`config.mk`:
```
export PLATFORM = sky130hd
export DESIGN_NAME = fetch_unit
export DESIGN_NICKNAME = d
export VERILOG_FILES = /design/src/source/core_pkg.sv /design/src/source/fetch_unit.sv
export SDC_FILE = /design/constraint.sdc
export NUM_CORES = 1
export LEC_CHECK = 0
export CAP_MARGIN = 20
export CORE_UTILIZATION = 60
export CTS_BUF_LIST = sky130_fd_sc_hd__clkbuf_4
export DETAILED_ROUTE_END_ITERATION = 10
export DONT_BUFFER_PORTS = 1
export PLACE_DENSITY = 0.76
export SYNTH_ARGS = -nofsm -noshare
export SYNTH_HDL_FRONTEND = slang
export SYNTH_SLANG_ARGS = --single-unit
```
`constraint.sdc`:
```
create_clock -name clk -period 3.1 [get_ports clk]
set_input_delay 0 -clock clk [delete_from_list [all_inputs] [get_ports clk]]
set_output_delay 0 -clock clk [all_outputs]
set_load 0.02 [all_outputs]
```
`src/source/core_pkg.sv`:
```
package core_pkg;

    // ########################################################################
    // widths and reset values.
    // ########################################################################

    localparam int xlen = 64;
    localparam int ilen = 32;

    localparam logic [xlen-1:0] reset_pc = 64'h0000_0000_8000_0000;

    typedef logic [4:0] reg_addr_t;

    // ########################################################################
    // alu operations.
    // ########################################################################

    typedef enum logic [4:0] {
        op_add  = 5'd0,
        op_sub  = 5'd1,
        op_sll  = 5'd2,
        op_slt  = 5'd3,
        op_sltu = 5'd4,
        op_xor  = 5'd5,
        op_srl  = 5'd6,
        op_sra  = 5'd7,
        op_or   = 5'd8,
        op_and  = 5'd9,
        op_addw = 5'd10,
        op_subw = 5'd11,
        op_sllw = 5'd12,
        op_srlw = 5'd13,
        op_sraw = 5'd14,
        // lui result is operand two as is.
        op_pass = 5'd15
    } alu_op_t;

    // ########################################################################
    // stage payloads.
    // ########################################################################

    typedef struct packed {
        logic            valid;
        logic [xlen-1:0] pc;
        logic [ilen-1:0] instr;
    } if_id_t;

    typedef struct packed {
        logic            valid;
        logic [xlen-1:0] pc;
        alu_op_t         op;
        logic [xlen-1:0] op1;
        logic [xlen-1:0] op2;
        reg_addr_t       rs1;
        reg_addr_t       rs2;
        reg_addr_t       rd;
        logic            rd_ena;
        logic            word;
    } id_ex_t;

    typedef struct packed {
        logic            valid;
        logic [xlen-1:0] pc;
        logic            rd_ena;
        reg_addr_t       rd;
        logic [xlen-1:0] result;
    } ex_wb_t;

endpackage

```
`src/source/fetch_unit.sv`:
```
`timescale 1ns/1ps

module fetch_unit #(
    parameter logic [core_pkg::xlen-1:0] reset_pc = core_pkg::reset_pc
) (
    input  logic                       clk,
    input  logic                       reset,
    input  logic                       halt,
    output logic                       wb_cyc,
    output logic                       wb_stb,
    output logic                       wb_we,
    output logic [core_pkg::xlen-1:0]  wb_adr,
    input  logic                       wb_ack,
    input  logic [core_pkg::ilen-1:0]  wb_dat_i,
    output core_pkg::if_id_t           fetch
);
    import core_pkg::*;

    logic            req_q;
    logic [xlen-1:0] pc_q;

    // ########################################################################
    // request fsm.
    // ########################################################################

    // idle for one cycle between requests.
    always_ff @(posedge clk) begin
        if (reset) begin
            req_q <= 1'b0;
            pc_q  <= reset_pc;
        end else if (req_q) begin
            if (wb_ack) begin
                req_q <= 1'b0;
                pc_q  <= pc_q + 64'd4;
            end
        end else if (!halt) begin
            req_q <= 1'b1;
        end
    end

    assign wb_cyc = req_q;
    assign wb_stb = req_q;
    // read only.
    assign wb_we  = 1'b0;
    assign wb_adr = pc_q;

    // ########################################################################
    // fetched instruction.
    // ########################################################################

    always_comb begin
        fetch.valid = req_q && wb_ack;
        fetch.pc    = pc_q;
        fetch.instr = wb_dat_i;
    end

endmodule

```
==> results.md <==
- Status: finished clean
- Ant. Diodes: 0
- R2r setup slk: 0.38 ns
- Yosys top cell by area: dfxtp_1
- WP data required: 3.38 ns
- Layout cell share with drive strength beyond 1: 15.8%
- Cell Chain, Critical Path: nand2_1, nor3_1, and3_1, xnor2_1, nor2_1, dlygate4sd3_1
- Slew @ Worst Pin: 0.791 ns
- Combinational share of power: 3.4%
- Worst reg2reg path depth: 6
- Total clock sinks: 63
- Synth area leaders: dfxtp_1, buf_4, xor2_1
- GRT overflow: 0
- WL per Instance: 15.9 um
- CTS Root Cell: clkbuf_4
- Switching part of the total: 23.7%
- Worst path max stage delay: 0.67 ns
- Total chip power: 0.00130 W
- Die height: 80.8 um
- Hold Path Sink: fetch[0]
- NetSw: 0.000308 W
- Maximum vdd drop: 241 uV
- Via density: 5.90
- Layout Nets: 432
- RSZ-0062 raised after global routing: false
- Initial DRC count: 179
- Crit. End Element: register
- Commonest non-fill, non-tap cells in the layout: dfxtp_1, nor2_1, buf_4, nand4_1
- Normalized max-slew margin: 46.8%
- Crit Path Max Fanout: 7
- Syn Area/Cell: 8.28 um2
- Top-Level Pins: 200
- Slew Limit Fails: 0
- Reg-to-Reg Start: wb_adr[5]$_SDFFE_PP0P_
- Clock skew: 0.0155 ns
- Setup TNS: 0 ns
- CTS tree: yes
- Vias: 2792
- Final setup viols: 0
- R2R Path End: wb_adr[9]$_SDFFE_PP0P_
- Final WL: 7530 um
- Synth warn: 0
- Clk pwr share: 34.1%
- Yosys top cell area share: 33.9%
- DIE AREA: 6530 um2
- HP Class: primary input to output pin
- Drt pass-1 iters: 4
- Seq cells post-synth: 63
- Commonest non-fill, non-tap cell in the layout: dfxtp_1
- Clock period minus final worst setup slack: 2.72 ns
- Int Pwr: 0.000991 W
- CP arrival: 3.01 ns
- Hold Fails Final Rpt: 0
- Fin crit share: 87.8%
- Area growth syn-to-layout: -6.89%
- Final ANT Viol Nets: 0
- IO Port Bufs: 0
- Std-Cell Rows: 28
- GP Congestion: 0.826
- Core Region: 5960 um2
- Clk_lat worst skew: 0.39 ns
- Total GRT Usage: 24.0%
- Hold Startpoint: wb_dat_i[0]
- Max H-tree Level: 3
- Largest net degree at the start of global routing: 64
- Pwr per Cell Area: 375 nW/um2
- Leakage: 1.26 nW
- Startpoint types: register
- Post_cts resized: 0
- Die Wd: 80.8 um
- Slowest CP cell: dfxtp_1
- Flop pwr share: 62.5%
- Initial antenna violation count: 0
- Post-synthesis sequential area ratio: 33.9%
- Crit Path Category: register to register
- Initial Util: 62.5%
- Synthesized cell area: 3720 um2
- Post-DP HPWL: 5170 um
- Hold Path Stages: 0
- Mapped Cells: 450
- CTS max path bufs: 2
- Max Freq: 0.367 GHz
- Drc violations: 0
- Synth cell types: 35
- CTS buffer count: 9
- Clock-pin transition on the worst setup and hold timing paths: 0.10 ns
- First-pass GRT wire length: 11900 um
- Number of global-route vias before repair: 2563
- Max Cap Viol: 0
==> worst max-delay path: cells and delay by family, from the launching register on <==
kind,cells,cell delay [ns]
and+or+nand+nor,4,1.27
buffers and inverters,1,0.57
xor gates and xnor gates,1,0.11
DFF,1,0.67
==> flip-flops by register name (all words and copies together), names as in the netlist <==
register and flops:
wb_adr 62, wb_cyc 1
==> logic make-up (layout without fill, tap and decap cells) <==
| kind of cell | count (synthesis) | count (layout) | share of synthesized area (%) |
|---|---|---|---|
| other | 1 | 5 | 0.101 |
| adder cells (fa/ha/maj) | 1 | 1 | 0.336 |
| flip-flops | 63 | 63 | 33.9 |
| buffers and inverters | 122 | 66 | 22.6 |
| XOR/XNOR | 36 | 36 | 8.46 |
| AND/OR/NAND/NOR | 176 | 176 | 27.3 |
| AO/OA/AOI/OAI | 51 | 51 | 7.26 |
==> synthesized netlist by cell type, drive strengths merged <==
cell type / count
and3: 9
nand4: 31
and2: 4
clkbuf: 9
nor2: 42
conb: 1
nand2b: 1
inv: 10
nor2b: 1
nor4: 10
nand4b: 2
buf: 103
o21ai: 19
o31ai: 6
nand2: 25
dfxtp: 63
and4: 3
or2: 2
xor2: 26
nor3: 3
or3: 17
a21oi: 26
or4: 6
ha: 1
xnor2: 10
nand3: 20
==> power by group through the flow <==
stage,registers (W),logic [W],clock network (W)
finish,0.000812,0.0000446,0.000443
global route,0.000813,0.0000481,0.000490
CTS,0.000812,0.0000445,0.000456
detailed placement,0.000831,0.0000248,0
global placement,0.000831,0.0000245,0
floorplan,0.000835,0.0000937,0
==> how the worst max path moves through the flow <==
stage / start / end / slack, ns / depth (start not counted)
final: wb_adr[5]$_SDFFE_PP0P_ / wb_adr[9]$_SDFFE_PP0P_ / 0.38 / 6
after CTS: wb_adr[5]$_SDFFE_PP0P_ / wb_adr[9]$_SDFFE_PP0P_ / 0.41 / 6
after global routing: wb_adr[5]$_SDFFE_PP0P_ / wb_adr[9]$_SDFFE_PP0P_ / 0.21 / 6
after detailed placement: wb_adr[45]$_SDFFE_PP0P_ / wb_adr[63]$_SDFFE_PP0P_ / 0.60 / 6
after global placement: wb_adr[45]$_SDFFE_PP0P_ / wb_adr[59]$_SDFFE_PP0P_ / 0.63 / 6
after floorplan: wb_adr[2]$_SDFFE_PP0P_ / wb_adr[52]$_SDFFE_PP0P_ / 0.88 / 6
==> area by class of cell <==
type,count,area [um2]
Clock inverter,3,12.5
Tap cell,75,93.8
Multi-Input combinational cell,269,1640
Inverter,10,37.5
Sequential cell,63,1260
Fill cell,583,2490
Timing Repair Buffer,42,345
Clock buffer,11,82.6
==> routing by layer <==
metal	global-route usage, %	wire length [um]	vias up
met1	27.7	3140	1300
met4	13.8	187	0
met2	38.0	3510	123
met3	9.21	701	30
met5	0	0	-
li1	-	-	1339
==> metrics by stage <==
step | cells | setup WS [ns] | util, % | cell area (um2) | hold slack (ns)
finish | 473 | 0.377 | 58.2 | 3470 | 0.00000777
global route | 473 | 0.209 | 58.2 | 3470 | 0.0000296
CTS | 473 | 0.413 | 58.2 | 3470 | 0.000137
detailed placement | 454 | 0.600 | 55.5 | 3310 | 0.000137
global placement | 454 | 0.631 | 55.5 | 3310 | 0.000137
floorplan | 454 | 0.880 | - | 3740 | 0.113
==> timing repair <==
action,in CTS,in global routing
hold endpoints to repair,63,0
hold buffers,5,0
buffers inserted,0,0
No activity file was read; power rests on OpenSTA's default activity.
