$ cat src/source/core_pkg.sv
package core_pkg;

    // ########################################################################
    // widths and reset values.
    // ########################################################################

    localparam int xlen = 64;
    localparam int ilen = 32;

    localparam logic [xlen-1:0] reset_pc = 64'h0000_0000_8000_0000;

    typedef logic [4:0] reg_addr_t;

    // ########################################################################
    // alu operations.
    // ########################################################################

    typedef enum logic [4:0] {
        op_add  = 5'd0,
        op_sub  = 5'd1,
        op_sll  = 5'd2,
        op_slt  = 5'd3,
        op_sltu = 5'd4,
        op_xor  = 5'd5,
        op_srl  = 5'd6,
        op_sra  = 5'd7,
        op_or   = 5'd8,
        op_and  = 5'd9,
        op_addw = 5'd10,
        op_subw = 5'd11,
        op_sllw = 5'd12,
        op_srlw = 5'd13,
        op_sraw = 5'd14,
        // lui result is operand two as is.
        op_pass = 5'd15
    } alu_op_t;

    // ########################################################################
    // stage payloads.
    // ########################################################################

    typedef struct packed {
        logic            valid;
        logic [xlen-1:0] pc;
        logic [ilen-1:0] instr;
    } if_id_t;

    typedef struct packed {
        logic            valid;
        logic [xlen-1:0] pc;
        alu_op_t         op;
        logic [xlen-1:0] op1;
        logic [xlen-1:0] op2;
        reg_addr_t       rs1;
        reg_addr_t       rs2;
        reg_addr_t       rd;
        logic            rd_ena;
        logic            word;
    } id_ex_t;

    typedef struct packed {
        logic            valid;
        logic [xlen-1:0] pc;
        logic            rd_ena;
        reg_addr_t       rd;
        logic [xlen-1:0] result;
    } ex_wb_t;

endpackage

$ cat src/source/reg_file.sv
`timescale 1ns/1ps

module reg_file (
    input  logic                       clk,
    input  logic                       reset,
    input  core_pkg::reg_addr_t        rs1_addr,
    input  core_pkg::reg_addr_t        rs2_addr,
    output logic [core_pkg::xlen-1:0]  rs1_data,
    output logic [core_pkg::xlen-1:0]  rs2_data,
    input  logic                       we,
    input  core_pkg::reg_addr_t        rd_addr,
    input  logic [core_pkg::xlen-1:0]  rd_data
);
    import core_pkg::*;

    logic [xlen-1:0] regs [1:31];

    // x0 reads zero, a same-cycle write is passed through.
    function automatic logic [xlen-1:0] read_port(input reg_addr_t addr);
        if (addr == '0) begin
            read_port = '0;
        end else if (we && (rd_addr == addr)) begin
            read_port = rd_data;
        end else begin
            read_port = regs[addr];
        end
    endfunction

    always_ff @(posedge clk) begin
        if (reset) begin
            for (int i = 1; i < 32; i++) begin
                regs[i] <= '0;
            end
        end else if (we && (rd_addr != '0)) begin
            regs[rd_addr] <= rd_data;
        end
    end

    assign rs1_data = read_port(rs1_addr);
    assign rs2_data = read_port(rs2_addr);

endmodule

$ cat config.mk
export PLATFORM = sky130hd
export DESIGN_NAME = reg_file
export DESIGN_NICKNAME = d
export VERILOG_FILES = /design/src/source/core_pkg.sv /design/src/source/reg_file.sv
export SDC_FILE = /design/constraint.sdc
export NUM_CORES = 2
export LEC_CHECK = 0
export BUFFER_PORTS_ARGS = -buffer_cell sky130_fd_sc_hd__buf_4
export CAP_MARGIN = 40
export CORE_ASPECT_RATIO = 0.8
export CORE_MARGIN = 1.5
export CORE_UTILIZATION = 28
export CTS_CLUSTER_DIAMETER = 50
export DETAILED_ROUTE_END_ITERATION = 10
export SLEW_MARGIN = 15
export SYNTH_ARGS = -nofsm -noshare
export SYNTH_HDL_FRONTEND = slang
export SYNTH_SLANG_ARGS = --single-unit
$ cat constraint.sdc
create_clock -name clk -period 3.37 [get_ports clk]
set_input_delay 0.1685 -clock clk [delete_from_list [all_inputs] [get_ports clk]]
set_output_delay 0.1685 -clock clk [all_outputs]
set_load 0.01 [all_outputs]
==> flow_metrics.py <==
metrics = {
    "worst_hold_path": {
        "hold_depth": 2,
        "hold_end": "regs[4][43]",
        "hp-class": "primary input to flop",
        "min_from": "reset",
    },
    "sta": {
        "rsz0062_at_grt": "no",
        "setup_slack_ns": 0.00902,
        "fmax_mhz": 298,
        "setup_viol": 0,
        "fin_crit_sh": 0.997,
        "tightest_slew_ns": 0.936,
        "hold_viol": 0,
        "fin_crit_ns": 3.36,
        "final_max_slew_viol_count": 0,
        "relSlewSlack": 0.376,
    },
    "route": {
        "antenna_left": 0,
        "drt_pass1_iterations": 6,
        "vias": 73500,
        "viasPerCell": 5.93,
        "wirelength_mm": 455,
        "drtIter0Drc": 16100,
        "wl_per_cell_um": 36.7,
        "drc": 0,
    },
    "logic_synthesis": {
        "synth_compound_area_frac": 0.0389,
        "synth_top_family_by_area": "multiplexers",
        "yosys.area_share.adder": 0,
        "synth-edff-count": 2048,
        "avgSynthCellArea_um2": 15.5,
        "yosys.area.top_type": "edfxtp_1",
        "ys_top_cells_by_area": "edfxtp_1 (57%), mux4_2 (21%), and2_1 (12%), clkbuf_1 (2.0%), mux2i_1 (1.7%)",
        "yosysMostFrequentCell": "edfxtp_1",
        "synth.distinct_cells": 48,
        "async_reset_ff_frac": 0,
        "muxShareOfSynthArea": 0.230,
        "synth_area_um2": 108000,
        "synth_commonest_cells": "edfxtp_1 (2048), and2_1 (1987), mux4_2 (1015)",
        "syn_inst": 6951,
        "ys.flop_type": "edfxtp_1",
        "synthSimpleGateAreaFrac": 0.130,
        "synth_seq_cells": 2048,
        "seq_area_frac_synth": 0.569,
        "synth_top_area_share": 0.569,
        "synthXorXnorAreaFrac": 0.000811,
        "ys_warn_count": 0,
    },
    "worst_setup_path": {
        "cp_top_family": "compound AO/OA/AOI/OAI gates",
        "crit_path_cell_trace": "buf_8 -> xor2_1 -> nor4_1 -> a31o_4 -> buf_4 -> a211oi_1 -> a32o_1 -> buf_4",
        "path_class": "primary input to output pin",
        "max_stage_delay_ns": 0.74,
        "cp-start-kind": "primary input",
        "critPathCaptureType": "output pin",
        "crit_buf_inv": 3,
        "path_common_cell": "buf_4",
        "crit_required_ns": 3.20,
        "crit_fanout": 29,
        "crit_slowest_cell": "nor4_1",
        "critical_path_depth": 8,
        "cp.arrival_ns": 3.19,
    },
    "pwr": {
        "leakage_nw": 42.2,
        "p_per_area_nw_per_um2": 493,
        "switching_share": 0.264,
        "power_mw": 61.8,
        "switchingPower_mw": 16.3,
        "vdd_drop_max_mv": 0.437,
        "internal-power_mw": 45.5,
        "combPwrFrac": 0.139,
        "pwr-share-seq": 0.488,
        "power_frac_clock": 0.373,
    },
    "grt": {
        "grt_max_degree": 106,
        "grt_pass1_wl_mm": 610,
        "antenna_found_initial": 79,
        "grt.total_usage": 0.227,
        "grt_pass1_vias": 70900,
        "grt_overflow_total": 0,
    },
    "cts": {
        "clock_path_buffers": 4,
        "cts_tree": "built",
        "clkTransAtPathRegs_ns": 0.07,
        "clockRootBuffer": "clkbuf_16",
        "htreeDepth": 4,
        "clock-sinks": 2048,
        "cts_buffers": 208,
    },
    "finish": {
        "areaGrowthSynthToFinish_pct": 16.0,
        "instances_no_fill": 12400,
        "fillers": 36900,
        "fin_nets": 7125,
        "final_area_um2": 125000,
        "top_regs": "regs (2048)",
        "layout.area.seq_um2": 61500,
        "largest-register": "regs",
        "drive_gt1_frac": 0.269,
        "largest_reg_flops": 2048,
        "multiInputGateArea_um2": 43900,
    },
    "flow_run": {
        "drv_cap": 0,
    },
    "placement": {
        "placed_cell_area_um2": 118000,
        "pre_cts_ws_ns": 0.0956,
        "io_buffers": 209,
        "placed_cells": 11900,
        "gp_congestion": 0.830,
        "hpwl_mm": 250,
    },
    "floorplanning": {
        "ios": 210,
        "num_rows": 203,
        "chipWidth_um": 697,
        "core_um2": 383000,
        "initial_core_util": 0.282,
        "die_y_um": 559,
        "die_area_um2": 390000,
    },
    "outcome": {
        "status": "finished, final reports clean",
    },
}
==> stage by stage <==
| step | TNS [ns] | util | hold WS, ns |
|---|---|---|---|
| finish | 0 | 0.327 | 0.108 |
| global route | 0 | 0.327 | 0.0678 |
| CTS | 0 | 0.327 | 0.0337 |
| detailed placement | 0 | 0.308 | 0.585 |
| global placement | -0.189 | 0.308 | 0.580 |
| floorplan | 0 | - | 0.267 |
==> worst max path at each step <==
stage,to,from
final,rs2_data[62],rs2_addr[0]
after global routing,rs2_data[63],rs2_addr[0]
after CTS,rs2_data[63],rs2_addr[0]
after detailed placement,rs2_data[63],rs2_addr[0]
after global placement,rs2_data[63],rs2_addr[0]
after floorplan,regs[7][0],rd_addr[2]
==> what timing repair did <==
action	CTS	global route
gates resized for setup	1	0
hold buffers	64	0
hold endpoints to repair	2048	0
setup endpoints to repair	1	0
setup buffers	0	0
==> routing by layer <==
metal / wire [um] / track usage / part of all wire / up-vias
met1: 158000 / 0.298 / 0.35 / 37900
li1: - / - / - / 27300
met5: 138 / 0 / 0.00030 / -
met3: 73200 / 0.0718 / 0.16 / 1220
met4: 24400 / 0.110 / 0.054 / 20
met2: 200000 / 0.340 / 0.44 / 7079
==> cell usage in the layout, fill, tap and decap left out, types with 12 or more instances in the layout <==
cell	n
clkbuf_16	211
nor3_1	31
o22ai_1	212
and2_1	1985
nand2b_1	14
buf_4	364
nor2_4	34
edfxtp_1	2048
a211oi_1	57
nand3_1	46
nor4_1	35
a22oi_1	106
dlygate4sd3_1	64
o221ai_1	12
a22o_1	116
mux2i_1	184
bufinv_16	13
clkinv_2	30
mux4_2	1015
conb_1	64
a21oi_1	42
clkinv_1	47
buf_12	173
nand2_1	80
or2_4	31
clkbuf_1	41
diode_2	65
==> layout make-up <==
class	instances	area share
Antenna cell	65	0.00130
Clock buffer	252	0.0434
Clock inverter	116	0.00763
Inverter	2	0.0000599
Multi-Input combinational cell	4174	0.350
Sequential cell	2048	0.491
Tap cell	5125	0.0512
Timing Repair Buffer	609	0.0553
==> kinds of logic after synthesis <==
family                 count (synthesis)
XOR/XNOR                              10
buffers and inverters                792
AO/OA/AOI/OAI                        585
other                                  1
multiplexers                        1208
AND/OR/NAND/NOR                     2307
flip-flops                          2048
==> power groups by stage <==
stage | logic (mW) | registers, mW | clock network (mW)
finish | 8.60 | 30.1 | 23.1
global route | 8.80 | 30.2 | 24.0
CTS | 8.52 | 30.1 | 23.1
detailed placement | 8.41 | 30.6 | 0
global placement | 8.38 | 30.5 | 0
floorplan | 4.66 | 30.3 | 0
Note: power is estimated with default switching activity, not from simulation.
