### config.mk
export PLATFORM = sky130hd
export DESIGN_NAME = decoder
export DESIGN_NICKNAME = d
export VERILOG_FILES = /design/src/source/core_pkg.sv /design/src/source/decoder.sv
export SDC_FILE = /design/constraint.sdc
export NUM_CORES = 1
export LEC_CHECK = 0
export ABC_AREA = 0
export BUFFER_PORTS_ARGS = -buffer_cell sky130_fd_sc_hd__buf_2
export CAP_MARGIN = 10
export CORE_AREA = 5 5 171 173
export CTS_CLUSTER_SIZE = 8
export DETAILED_ROUTE_END_ITERATION = 8
export DIE_AREA = 0 0 176 178
export HOLD_SLACK_MARGIN = 0.15
export PLACE_DENSITY = 0.42
export SYNTH_ARGS = -nofsm -noshare
export SYNTH_HDL_FRONTEND = slang
export SYNTH_SLANG_ARGS = --single-unit
export TNS_END_PERCENT = 20
### constraint.sdc
create_clock -name clk -period 1.37 [get_ports clk]
set_input_delay 0.0685 -clock clk [delete_from_list [all_inputs] [get_ports clk]]
set_output_delay 0.0685 -clock clk [all_outputs]
set_load 0.005 [all_outputs]
### src/source/core_pkg.sv
package core_pkg;

    // ########################################################################
    // widths and reset values.
    // ########################################################################

    localparam int xlen = 64;
    localparam int ilen = 32;

    localparam logic [xlen-1:0] reset_pc = 64'h0000_0000_8000_0000;

    typedef logic [4:0] reg_addr_t;

    // ########################################################################
    // alu operations.
    // ########################################################################

    typedef enum logic [4:0] {
        op_add  = 5'd0,
        op_sub  = 5'd1,
        op_sll  = 5'd2,
        op_slt  = 5'd3,
        op_sltu = 5'd4,
        op_xor  = 5'd5,
        op_srl  = 5'd6,
        op_sra  = 5'd7,
        op_or   = 5'd8,
        op_and  = 5'd9,
        op_addw = 5'd10,
        op_subw = 5'd11,
        op_sllw = 5'd12,
        op_srlw = 5'd13,
        op_sraw = 5'd14,
        // lui result is operand two as is.
        op_pass = 5'd15
    } alu_op_t;

    // ########################################################################
    // stage payloads.
    // ########################################################################

    typedef struct packed {
        logic            valid;
        logic [xlen-1:0] pc;
        logic [ilen-1:0] instr;
    } if_id_t;

    typedef struct packed {
        logic            valid;
        logic [xlen-1:0] pc;
        alu_op_t         op;
        logic [xlen-1:0] op1;
        logic [xlen-1:0] op2;
        reg_addr_t       rs1;
        reg_addr_t       rs2;
        reg_addr_t       rd;
        logic            rd_ena;
        logic            word;
    } id_ex_t;

    typedef struct packed {
        logic            valid;
        logic [xlen-1:0] pc;
        logic            rd_ena;
        reg_addr_t       rd;
        logic [xlen-1:0] result;
    } ex_wb_t;

endpackage

### src/source/decoder.sv
`timescale 1ns/1ps

module decoder (
    input  logic                       clk,
    input  logic                       reset,
    input  core_pkg::if_id_t           fetch_q,
    output core_pkg::reg_addr_t        rs1_addr,
    output core_pkg::reg_addr_t        rs2_addr,
    input  logic [core_pkg::xlen-1:0]  rs1_data,
    input  logic [core_pkg::xlen-1:0]  rs2_data,
    output core_pkg::id_ex_t           decoded,
    output logic                       halted
);
    import core_pkg::*;

    localparam logic [6:0] opc_op        = 7'b0110011;
    localparam logic [6:0] opc_op_imm    = 7'b0010011;
    localparam logic [6:0] opc_op_32     = 7'b0111011;
    localparam logic [6:0] opc_op_imm_32 = 7'b0011011;
    localparam logic [6:0] opc_lui       = 7'b0110111;
    localparam logic [6:0] opc_auipc     = 7'b0010111;

    localparam logic [ilen-1:0] ebreak_instr = 32'h0010_0073;

    logic [ilen-1:0] instr;
    logic [6:0]      opcode;
    logic [2:0]      funct3;
    logic            alt;
    logic            word_f3_ok;
    logic            known;
    logic [xlen-1:0] imm_i;
    logic [xlen-1:0] imm_u;
    logic            ebreak_now;
    logic            halt_q;

    // funct3 to operation, alt picks sub or sra.
    function automatic alu_op_t base_op(input logic [2:0] f3, input logic alt_sel);
        case (f3)
            3'b000:  base_op = alt_sel ? op_sub : op_add;
            3'b001:  base_op = op_sll;
            3'b010:  base_op = op_slt;
            3'b011:  base_op = op_sltu;
            3'b100:  base_op = op_xor;
            3'b101:  base_op = alt_sel ? op_sra : op_srl;
            3'b110:  base_op = op_or;
            default: base_op = op_and;
        endcase
    endfunction

    function automatic alu_op_t to_word(input alu_op_t op);
        case (op)
            op_add:  to_word = op_addw;
            op_sub:  to_word = op_subw;
            op_sll:  to_word = op_sllw;
            op_srl:  to_word = op_srlw;
            op_sra:  to_word = op_sraw;
            default: to_word = op;
        endcase
    endfunction

    assign instr      = fetch_q.instr;
    assign opcode     = instr[6:0];
    assign funct3     = instr[14:12];
    assign alt        = instr[30];
    assign word_f3_ok = (funct3 == 3'b000) || (funct3 == 3'b001) || (funct3 == 3'b101);
    assign imm_i      = {{(xlen-12){instr[31]}}, instr[31:20]};
    assign imm_u      = {{(xlen-32){instr[31]}}, instr[31:12], 12'b0};

    assign rs1_addr = instr[19:15];
    assign rs2_addr = instr[24:20];

    // ########################################################################
    // halt on ebreak.
    // ########################################################################

    assign ebreak_now = fetch_q.valid && (instr == ebreak_instr);
    assign halted     = halt_q || ebreak_now;

    always_ff @(posedge clk) begin
        if (reset) begin
            halt_q <= 1'b0;
        end else if (ebreak_now) begin
            halt_q <= 1'b1;
        end
    end

    // ########################################################################
    // operation and operands.
    // ########################################################################

    always_comb begin
        decoded     = '0;
        known       = 1'b0;
        decoded.pc  = fetch_q.pc;
        decoded.rd  = instr[11:7];
        decoded.rs1 = instr[19:15];
        decoded.rs2 = instr[24:20];
        decoded.op1 = rs1_data;
        decoded.op2 = rs2_data;
        case (opcode)
            opc_op: begin
                known      = 1'b1;
                decoded.op = base_op(funct3, alt);
            end
            opc_op_imm: begin
                known       = 1'b1;
                decoded.op  = base_op(funct3, alt && (funct3 == 3'b101));
                decoded.op2 = imm_i;
                decoded.rs2 = '0;
            end
            opc_op_32: begin
                known        = word_f3_ok;
                decoded.op   = to_word(base_op(funct3, alt));
                decoded.word = 1'b1;
            end
            opc_op_imm_32: begin
                known        = word_f3_ok;
                decoded.op   = to_word(base_op(funct3, alt && (funct3 == 3'b101)));
                decoded.op2  = imm_i;
                decoded.rs2  = '0;
                decoded.word = 1'b1;
            end
            opc_lui: begin
                known       = 1'b1;
                decoded.op  = op_pass;
                decoded.op1 = '0;
                decoded.op2 = imm_u;
                decoded.rs1 = '0;
                decoded.rs2 = '0;
            end
            opc_auipc: begin
                known       = 1'b1;
                decoded.op  = op_add;
                decoded.op1 = fetch_q.pc;
                decoded.op2 = imm_u;
                decoded.rs1 = '0;
                decoded.rs2 = '0;
            end
            default: begin
                known = 1'b0;
            end
        endcase
        // x0 as destination never writes.
        decoded.rd_ena = known && (decoded.rd != '0);
        decoded.valid  = fetch_q.valid && known && !halted;
    end

endmodule

==> PnR_summary.wiki, run 1 <==
{| class="wikitable"
! Metric !! Value
|-
| Status || finished, violations left
|-
| Violations in the final reports || setup timing
|-
| Final Core Density || 19.7%
|-
| Count of port buffers added during placement || roughly 450
|-
| Fmax achieved || 706 MHz
|-
| Largest register FFs || 1
|-
| First-pass GRT wire length || around 29000 µm
|-
| Number of instances in the placed design || about 1200
|-
| Required @ worst endpoint || roughly 1.3 ns
|-
| Maximum VDD drop || ~0.00012 V
|-
| Met2 usage || about 24%
|-
| Register containing the most flip-flops in the final layout || halt_q
|-
| Met1 layer usage reported by global route || between 10% and 20%
|-
| Worst Path Arrival || 1.35 ns
|-
| Mapped Cells || 481
|-
| Met3 capacity usage during global routing || 2.10%
|-
| Leak || between 3 and 4 nW
|-
| Endpoint, Worst Hold || halt_q$_SDFFE_PP0P_
|-
| Detailed Routing Iterations Pass 1 || 4
|-
| Top library cells by usage in the layout, fill and taps aside || 445 x buf_2, 184 x nand2_1, 64 x nand3b_1
|-
| DIE HEIGHT || around 180 µm
|-
| Minimum setup slack in the final design || -0.0463 ns
|-
| Cells on Worst Hold Path || 2
|-
| Max-slew violation count || 0
|-
| Proportion of register bits with asynchronous set or reset after synthesis || 0%
|-
| Commonest non-fill, non-tap cell in the layout || buf_2
|-
| Reg2Reg Setup Slack || 0.81 ns
|-
| Number of enable flip-flop cells after synthesis || 0
|-
| Total buffers and inverters traversed by the critical path || 2
|-
| Master of the slowest instance on the critical path || or4_4
|-
| Global route total overflow || 0
|-
| Total of max-cap violations || 0
|-
| Registers with the highest flip-flop counts || halt_q x1
|-
| Worst Hold Launch || reset
|-
| Reg clk slew, reported paths || 0 ns
|-
| Synthesized area divided by synthesized cell count || between 5 and 6 µm²
|-
| Stage delay of the slowest cell on the critical path || ~0.54 ns
|-
| Final instance count without filler cells || 1212
|-
| Final count of negative-setup-slack endpoints || 22
|-
| Mean routed wirelength per cell || ~18 µm
|-
| Worst min-delay path class || in -> reg
|-
| Initial Util || under 10%
|-
| Initial DRC Count || about 180
|-
| Insertion delay to the later sink of the worst-skew pair || 0 ns
|-
| Number of hold violations in the final report || 0
|-
| Cell class contributing the biggest share of worst-path delay || simple AND/OR/NAND/NOR gates
|-
| Routed wire length || 22300 µm
|-
| DRC Markers || 0
|-
| Placement row count || between 60 and 70
|-
| Pin count of the biggest net entering global routing || between 60 and 70
|-
| Critical-path cell list || buf_6, or4_4, nor2_4, nand4_1, o21bai_1, buf_2
|-
| Vias in the first global route || 4777
|-
| Netlist area before placement || about 2700 µm²
|-
| Final ANT Viol Nets || 0
|-
| Total routing resource utilization after global routing || around 12%
|-
| Post-placement setup slack || -0.245 ns
|-
| Element type at the critical path start || input pin
|-
| Number of library cell types mapped by synthesis || 35
|-
| Core region area || 27500 µm²
|-
| Worst flop-to-flop path endpoint || halt_q$_SDFFE_PP0P_
|-
| Warnings, synthesis || 0
|-
| Initial antenna violation count || 4
|-
| Post-layout power || roughly 1.4 mW
|-
| Top fanout value on the critical path || 2
|-
| Min Clock Period, post-route || between 1 and 1.5 ns
|-
| Fin nets || ~1100
|-
| RR Startpoint || halt_q$_SDFFE_PP0P_
|-
| Busiest layer in global routing || met2
|-
| Placer Congestion || roughly 0.85
|-
| Predominant post-synthesis flop cell || dfxtp_1
|-
| Kind of end point of the critical path || output port
|-
| Vias per cell || ~3.9
|-
| Final setup skew || 0 ns
|-
| Share of cells above drive strength 1 || between 60 and 70%
|-
| Power per standard cell area || roughly 260 nW/µm²
|-
| Ratio of final minimum period to clock period || 103%
|-
| RSZ-0062 raised after global routing || yes
|-
| DP Wirelength || between 15000 and 20000 µm
|-
| Die Span X || ~180 µm
|-
| Sequential fraction of the synthesis area || 0.731%
|-
| Die Outline Area || ~31000 µm²
|-
| Net count after synthesis || 708
|-
| Setup Total Neg Slack || -0.315 ns
|-
| Boundary pin count || about 450
|-
| Syn-to-layout area delta || 97.4%
|-
| Worst Reg-to-Reg Cells || 2
|-
| CP Class || in -> out
|-
| Flip-flop and latch count after synthesis || 1
|-
| Count of vias placed by the detailed router || between 4000 and 5000
|}
[metal layers]
| layer | vias up | part of all wire, % |
|---|---|---|
| met5 | - | 0 |
| met4 | 0 | 1.3 |
| met3 | 9 | 7.6 |
| met2 | 300 | 54 |
| met1 | 2171 | 37 |
| li1 | 2297 | - |
[cell families (layout without fill, tap and decap cells)]
| logic type | after synthesis | after routing | share of synthesized area (%) |
|---|---|---|---|
| and+or+nand+nor | 307 | 307 | 54.8 |
| DFF | 1 | 1 | 0.731 |
| other | 1 | 6 | 0.137 |
| buffers and inverters | 123 | 503 | 29.2 |
| AOI/OAI and AO/OA | 49 | 49 | 15.2 |
[worst register-to-register path: cells and delay by family, from the launching register on]
kind / cells / cell delay, ns
AOI/OAI and AO/OA: 1 / 0.06
DFF: 1 / 0.30
and+or+nand+nor: 1 / 0.07
[Yosys cell counts, types with 2 or more instances]
master / instances / area share [%]
nand2_1: 197 / 27
buf_2: 17 / 3.1
nor3_1: 4 / 0.73
nand3_1: 5 / 0.91
nor2_1: 7 / 0.96
a22o_1: 11 / 3.5
and2_1: 10 / 2.3
nand2b_1: 5 / 1.1
buf_6: 2 / 0.82
a21oi_1: 3 / 0.55
clkbuf_1: 21 / 2.9
nor4_1: 2 / 0.46
a21o_1: 2 / 0.55
o31ai_1: 2 / 0.55
a211oi_1: 3 / 0.82
buf_4: 80 / 22
nor4b_1: 4 / 1.3
o21bai_1: 3 / 0.82
a221o_1: 19 / 6.9
inv_1: 3 / 0.41
o21ai_0: 3 / 0.55
nand3b_1: 64 / 18
o21ai_2: 2 / 0.64
[per-stage QoR]
stage	area [µm²]	hold slack, ns
2_1_floorplan	2740	0.170
3_3_place_gp	5090	0.281
3_5_place_dp	5090	0.282
4_1_cts	5240	0.287
5_1_grt	5400	0.305
6_report	5400	0.287
[area by class of cell]
class                           count  area [µm²]
Multi-Input combinational cell    357        2050
Timing Repair Buffer              500        2870
Tap cell                          346         433
Sequential cell                     1        20.0
Fill cell                        3242       22100
Antenna cell                        5        12.5
Inverter                            3        11.3
[where the power goes]
group	total, mW	switching [mW]	leakage, nW	internal, mW
clock	0.000000494	0	0.0000317	0.000000494
combinational	1.36	0.644	3.26	0.717
sequential	0.0297	0.00000000000849	0.00805	0.0297
[worst max-delay path by stage]
stage,startpoint,endpoint,slack (ns),cells past startpoint
2_1_floorplan,fetch_q[4],decoded[35],0.19,6
3_3_place_gp,fetch_q[29],halted,-0.24,6
3_5_place_dp,fetch_q[29],halted,-0.25,6
4_1_cts,fetch_q[1],decoded[36],-0.05,6
5_1_grt,fetch_q[11],halted,-0.11,6
6_report,fetch_q[11],halted,-0.05,6
[timing repair]
action,CTS,global route
hold buffers,0,0
gates cloned,2,2
hold endpoints to repair,0,0
pin swaps,3,53
resized for setup,27,22
setup buffers,0,1
endpoints found under the setup margin,123,131
Power figures use the tool's default switching activity.
==> run 2, diff against run 1 <==
Settings changed: SKIP_CTS_REPAIR_TIMING set to 1, SLEW_MARGIN set to 30.
==> run 2 against run 1 <==
The flow still finishes with violations (setup timing). Wire length up 2.8%. Power down 1.3%. Utilization about the same. Clock skew unchanged. Sequential cell count unchanged. Register-to-register slack about the same. Global-route usage down 0.33 points. Hold slack about the same. Via count up 0.61%. Setup slack worse by 0.0051 ns. Critical path depth up 1. Combinational power about the same. Critical path type unchanged. Largest power group unchanged.
==> PnR_summary.wiki, run 2 (synthesized netlist as in run 1, its figures left out) <==
{| class="wikitable"
! Metric !! Value
|-
| Count of vias placed by the detailed router || 4806 (+0.61%)
|-
| Worst min-delay path class || in -> reg
|-
| Total buffers and inverters traversed by the critical path || 4 (+2)
|-
| Total routing resource utilization after global routing || 11.8% (-0.33 points)
|-
| Leak || 3.28 nW (+0.22%)
|-
| Largest register FFs || 1 (unchanged)
|-
| Fill cell instance count of the final layout || 3235 (-0.22%)
|-
| Violations in the final reports || setup timing
|-
| Reg power frac || 2.2% (about the same)
|-
| Cell class contributing the biggest share of worst-path delay || buffers and inverters
|-
| Insertion delay to the later sink of the worst-skew pair || 0 ns (unchanged)
|-
| Post-placement setup slack || -0.245 ns (unchanged)
|-
| Detailed Routing Iterations Pass 1 || 4 (unchanged)
|-
| Power per standard cell area || 255 nW/µm² (-1.1%)
|-
| Commonest non-fill, non-tap cell in the layout || buf_2
|-
| Required @ worst endpoint || 1.30 ns (about the same)
|-
| Final instance count without filler cells || 1214 (+0.17%)
|-
| Total non-filler cell area in the finished layout || 5390 µm² (-0.19%)
|-
| Vias per cell || 3.96 (+0.44%)
|-
| Syn-to-layout area delta || 97.0%
|-
| Minimum setup slack in the final design || -0.0514 ns (-0.00511 ns)
|-
| RSZ-0062 raised after global routing || yes
|-
| Status || finished, violations left
|-
| DP Wirelength || 18700 µm (unchanged)
|-
| Total of max-cap violations || 0 (unchanged)
|-
| Net switching share of the total power || 46.7% (+0.40 points)
|-
| Final ANT Viol Nets || 0 (unchanged)
|-
| Clock share of power || 0% (unchanged)
|-
| Fmax achieved || 704 MHz (-0.36%)
|-
| Ratio of final minimum period to clock period || 104% (+0.37 points)
|-
| Kind of end point of the critical path || output port
|-
| Stage delay of the slowest cell on the critical path || 0.32 ns (-0.22 ns)
|-
| Cell repeated most along the worst path || buf_4
|-
| First-pass GRT wire length || 28700 µm (-2.1%)
|-
| Initial antenna violation count || 4 (unchanged)
|-
| Top fanout value on the critical path || 8 (+6)
|-
| Vias in the first global route || 4740 (-0.77%)
|-
| Post-layout power || 1.37 mW (-1.3%)
|-
| DRC Markers || 0 (unchanged)
|-
| Final Core Density || 19.6% (-0.036 points)
|-
| Share of cells above drive strength 1 || 60.3% (-1.3 points)
|-
| Top library cells by usage in the layout, fill and taps aside || 448 x buf_2, 192 x nand2_1, 64 x nand3b_1
|-
| Internal power || 0.732 mW (-2.0%)
|-
| Die Span X || 176 µm (unchanged)
|-
| Number of hold violations in the final report || 0 (unchanged)
|-
| DIE HEIGHT || 178 µm (unchanged)
|-
| Count of port buffers added during placement || 451 (unchanged)
|-
| Master of the slowest instance on the critical path || a221o_1
|-
| Initial DRC Count || 191 (+8.5%)
|-
| P_sw || 0.641 mW (-0.41%)
|-
| Number of instances in the placed design || 1202 (unchanged)
|-
| Final setup skew || 0 ns (unchanged)
|-
| Routed wire length || 22900 µm (+2.8%)
|-
| Critical-path cell list || buf_6, and4b_2, buf_4, o21ai_4, buf_4, a221o_1, buf_2
|-
| DP Area || 5090 µm² (unchanged)
|-
| Core region area || 27500 µm² (unchanged)
|-
| Placement row count || 61 (unchanged)
|-
| Fin nets || 1093 (+0.28%)
|-
| Pin count of the biggest net entering global routing || 67 (unchanged)
|-
| Mean routed wirelength per cell || 18.9 µm (+2.6%)
|-
| Reg clk slew, reported paths || 0 ns (unchanged)
|-
| Comb power frac || 97.8% (about the same)
|-
| Boundary pin count || 453 (unchanged)
|-
| Placer Congestion || 0.849 (unchanged)
|-
| Max-slew violation count || 0 (unchanged)
|-
| Worst Path Arrival || 1.35 ns (about the same)
|-
| Min Clock Period, post-route || 1.42 ns (+0.00511 ns)
|-
| Final count of negative-setup-slack endpoints || 55 (+150%)
|-
| Element type at the critical path start || input pin
|-
| Maximum VDD drop || 0.000118 V (-4.0%)
|-
| Register containing the most flip-flops in the final layout || halt_q
|-
| Initial Util || 9.96% (unchanged)
|-
| Die Outline Area || 31300 µm² (unchanged)
|-
| CP Class || in -> out
|-
| Global route total overflow || 0 (unchanged)
|-
| Registers with the highest flip-flop counts || halt_q x1
|}
run 2: changes by cell type in the layout (fill, tap and decap cells not counted), sizes merged:
cell    before  now
diode        5    4
clkbuf       2    5
run 2: worst paths after layout:
kind	start	to	slack, ns	cells past startpoint
max	fetch_q[6]	decoded[30]	-0.05	7
min	reset	halt_q$_SDFFE_PP0P_	0.29	2
max reg2reg	halt_q$_SDFFE_PP0P_	halt_q$_SDFFE_PP0P_	0.82	2
min reg2reg	halt_q$_SDFFE_PP0P_	halt_q$_SDFFE_PP0P_	0.49	2
run 2: stage by stage:
step,hold WS [ns],TNS (ns)
2_1_floorplan,0.170,0
3_3_place_gp,0.281,-6.24
3_5_place_dp,0.282,-5.15
4_1_cts,0.287,-6.26
5_1_grt,0.305,-7.89
6_report,0.287,-1.08
run 2: metal layers:
metal  share of wire (%)  track usage, %  up-vias
met5                   0               0        -
met4                 1.5            2.18        0
met3                 7.4            2.10       13
met2                  54            23.5      298
met1                  37            13.1     2188
li1                    -               -     2307
run 2: cell type report:
| type | count | area, µm² | area share [%] |
|---|---|---|---|
| timing repair buffer | 503 | 2900 | 53.7 |
| multi-input combinational | 357 | 2020 | 37.5 |
| tap | 346 | 433 | 8.03 |
| sequential | 1 | 20.0 | 0.371 |
| inverter | 3 | 11.3 | 0.209 |
| antenna | 4 | 10.0 | 0.186 |
run 2: power by group through the flow:
stage          Combinational [mW]    Clock, mW  Sequential [mW]
2_1_floorplan               0.552            0           0.0297
6_report                     1.34  0.000000395           0.0297
5_1_grt                      1.48  0.000000295           0.0297
3_5_place_dp                 1.31            0           0.0297
4_1_cts                      1.32            0           0.0297
3_3_place_gp                 1.32            0           0.0297
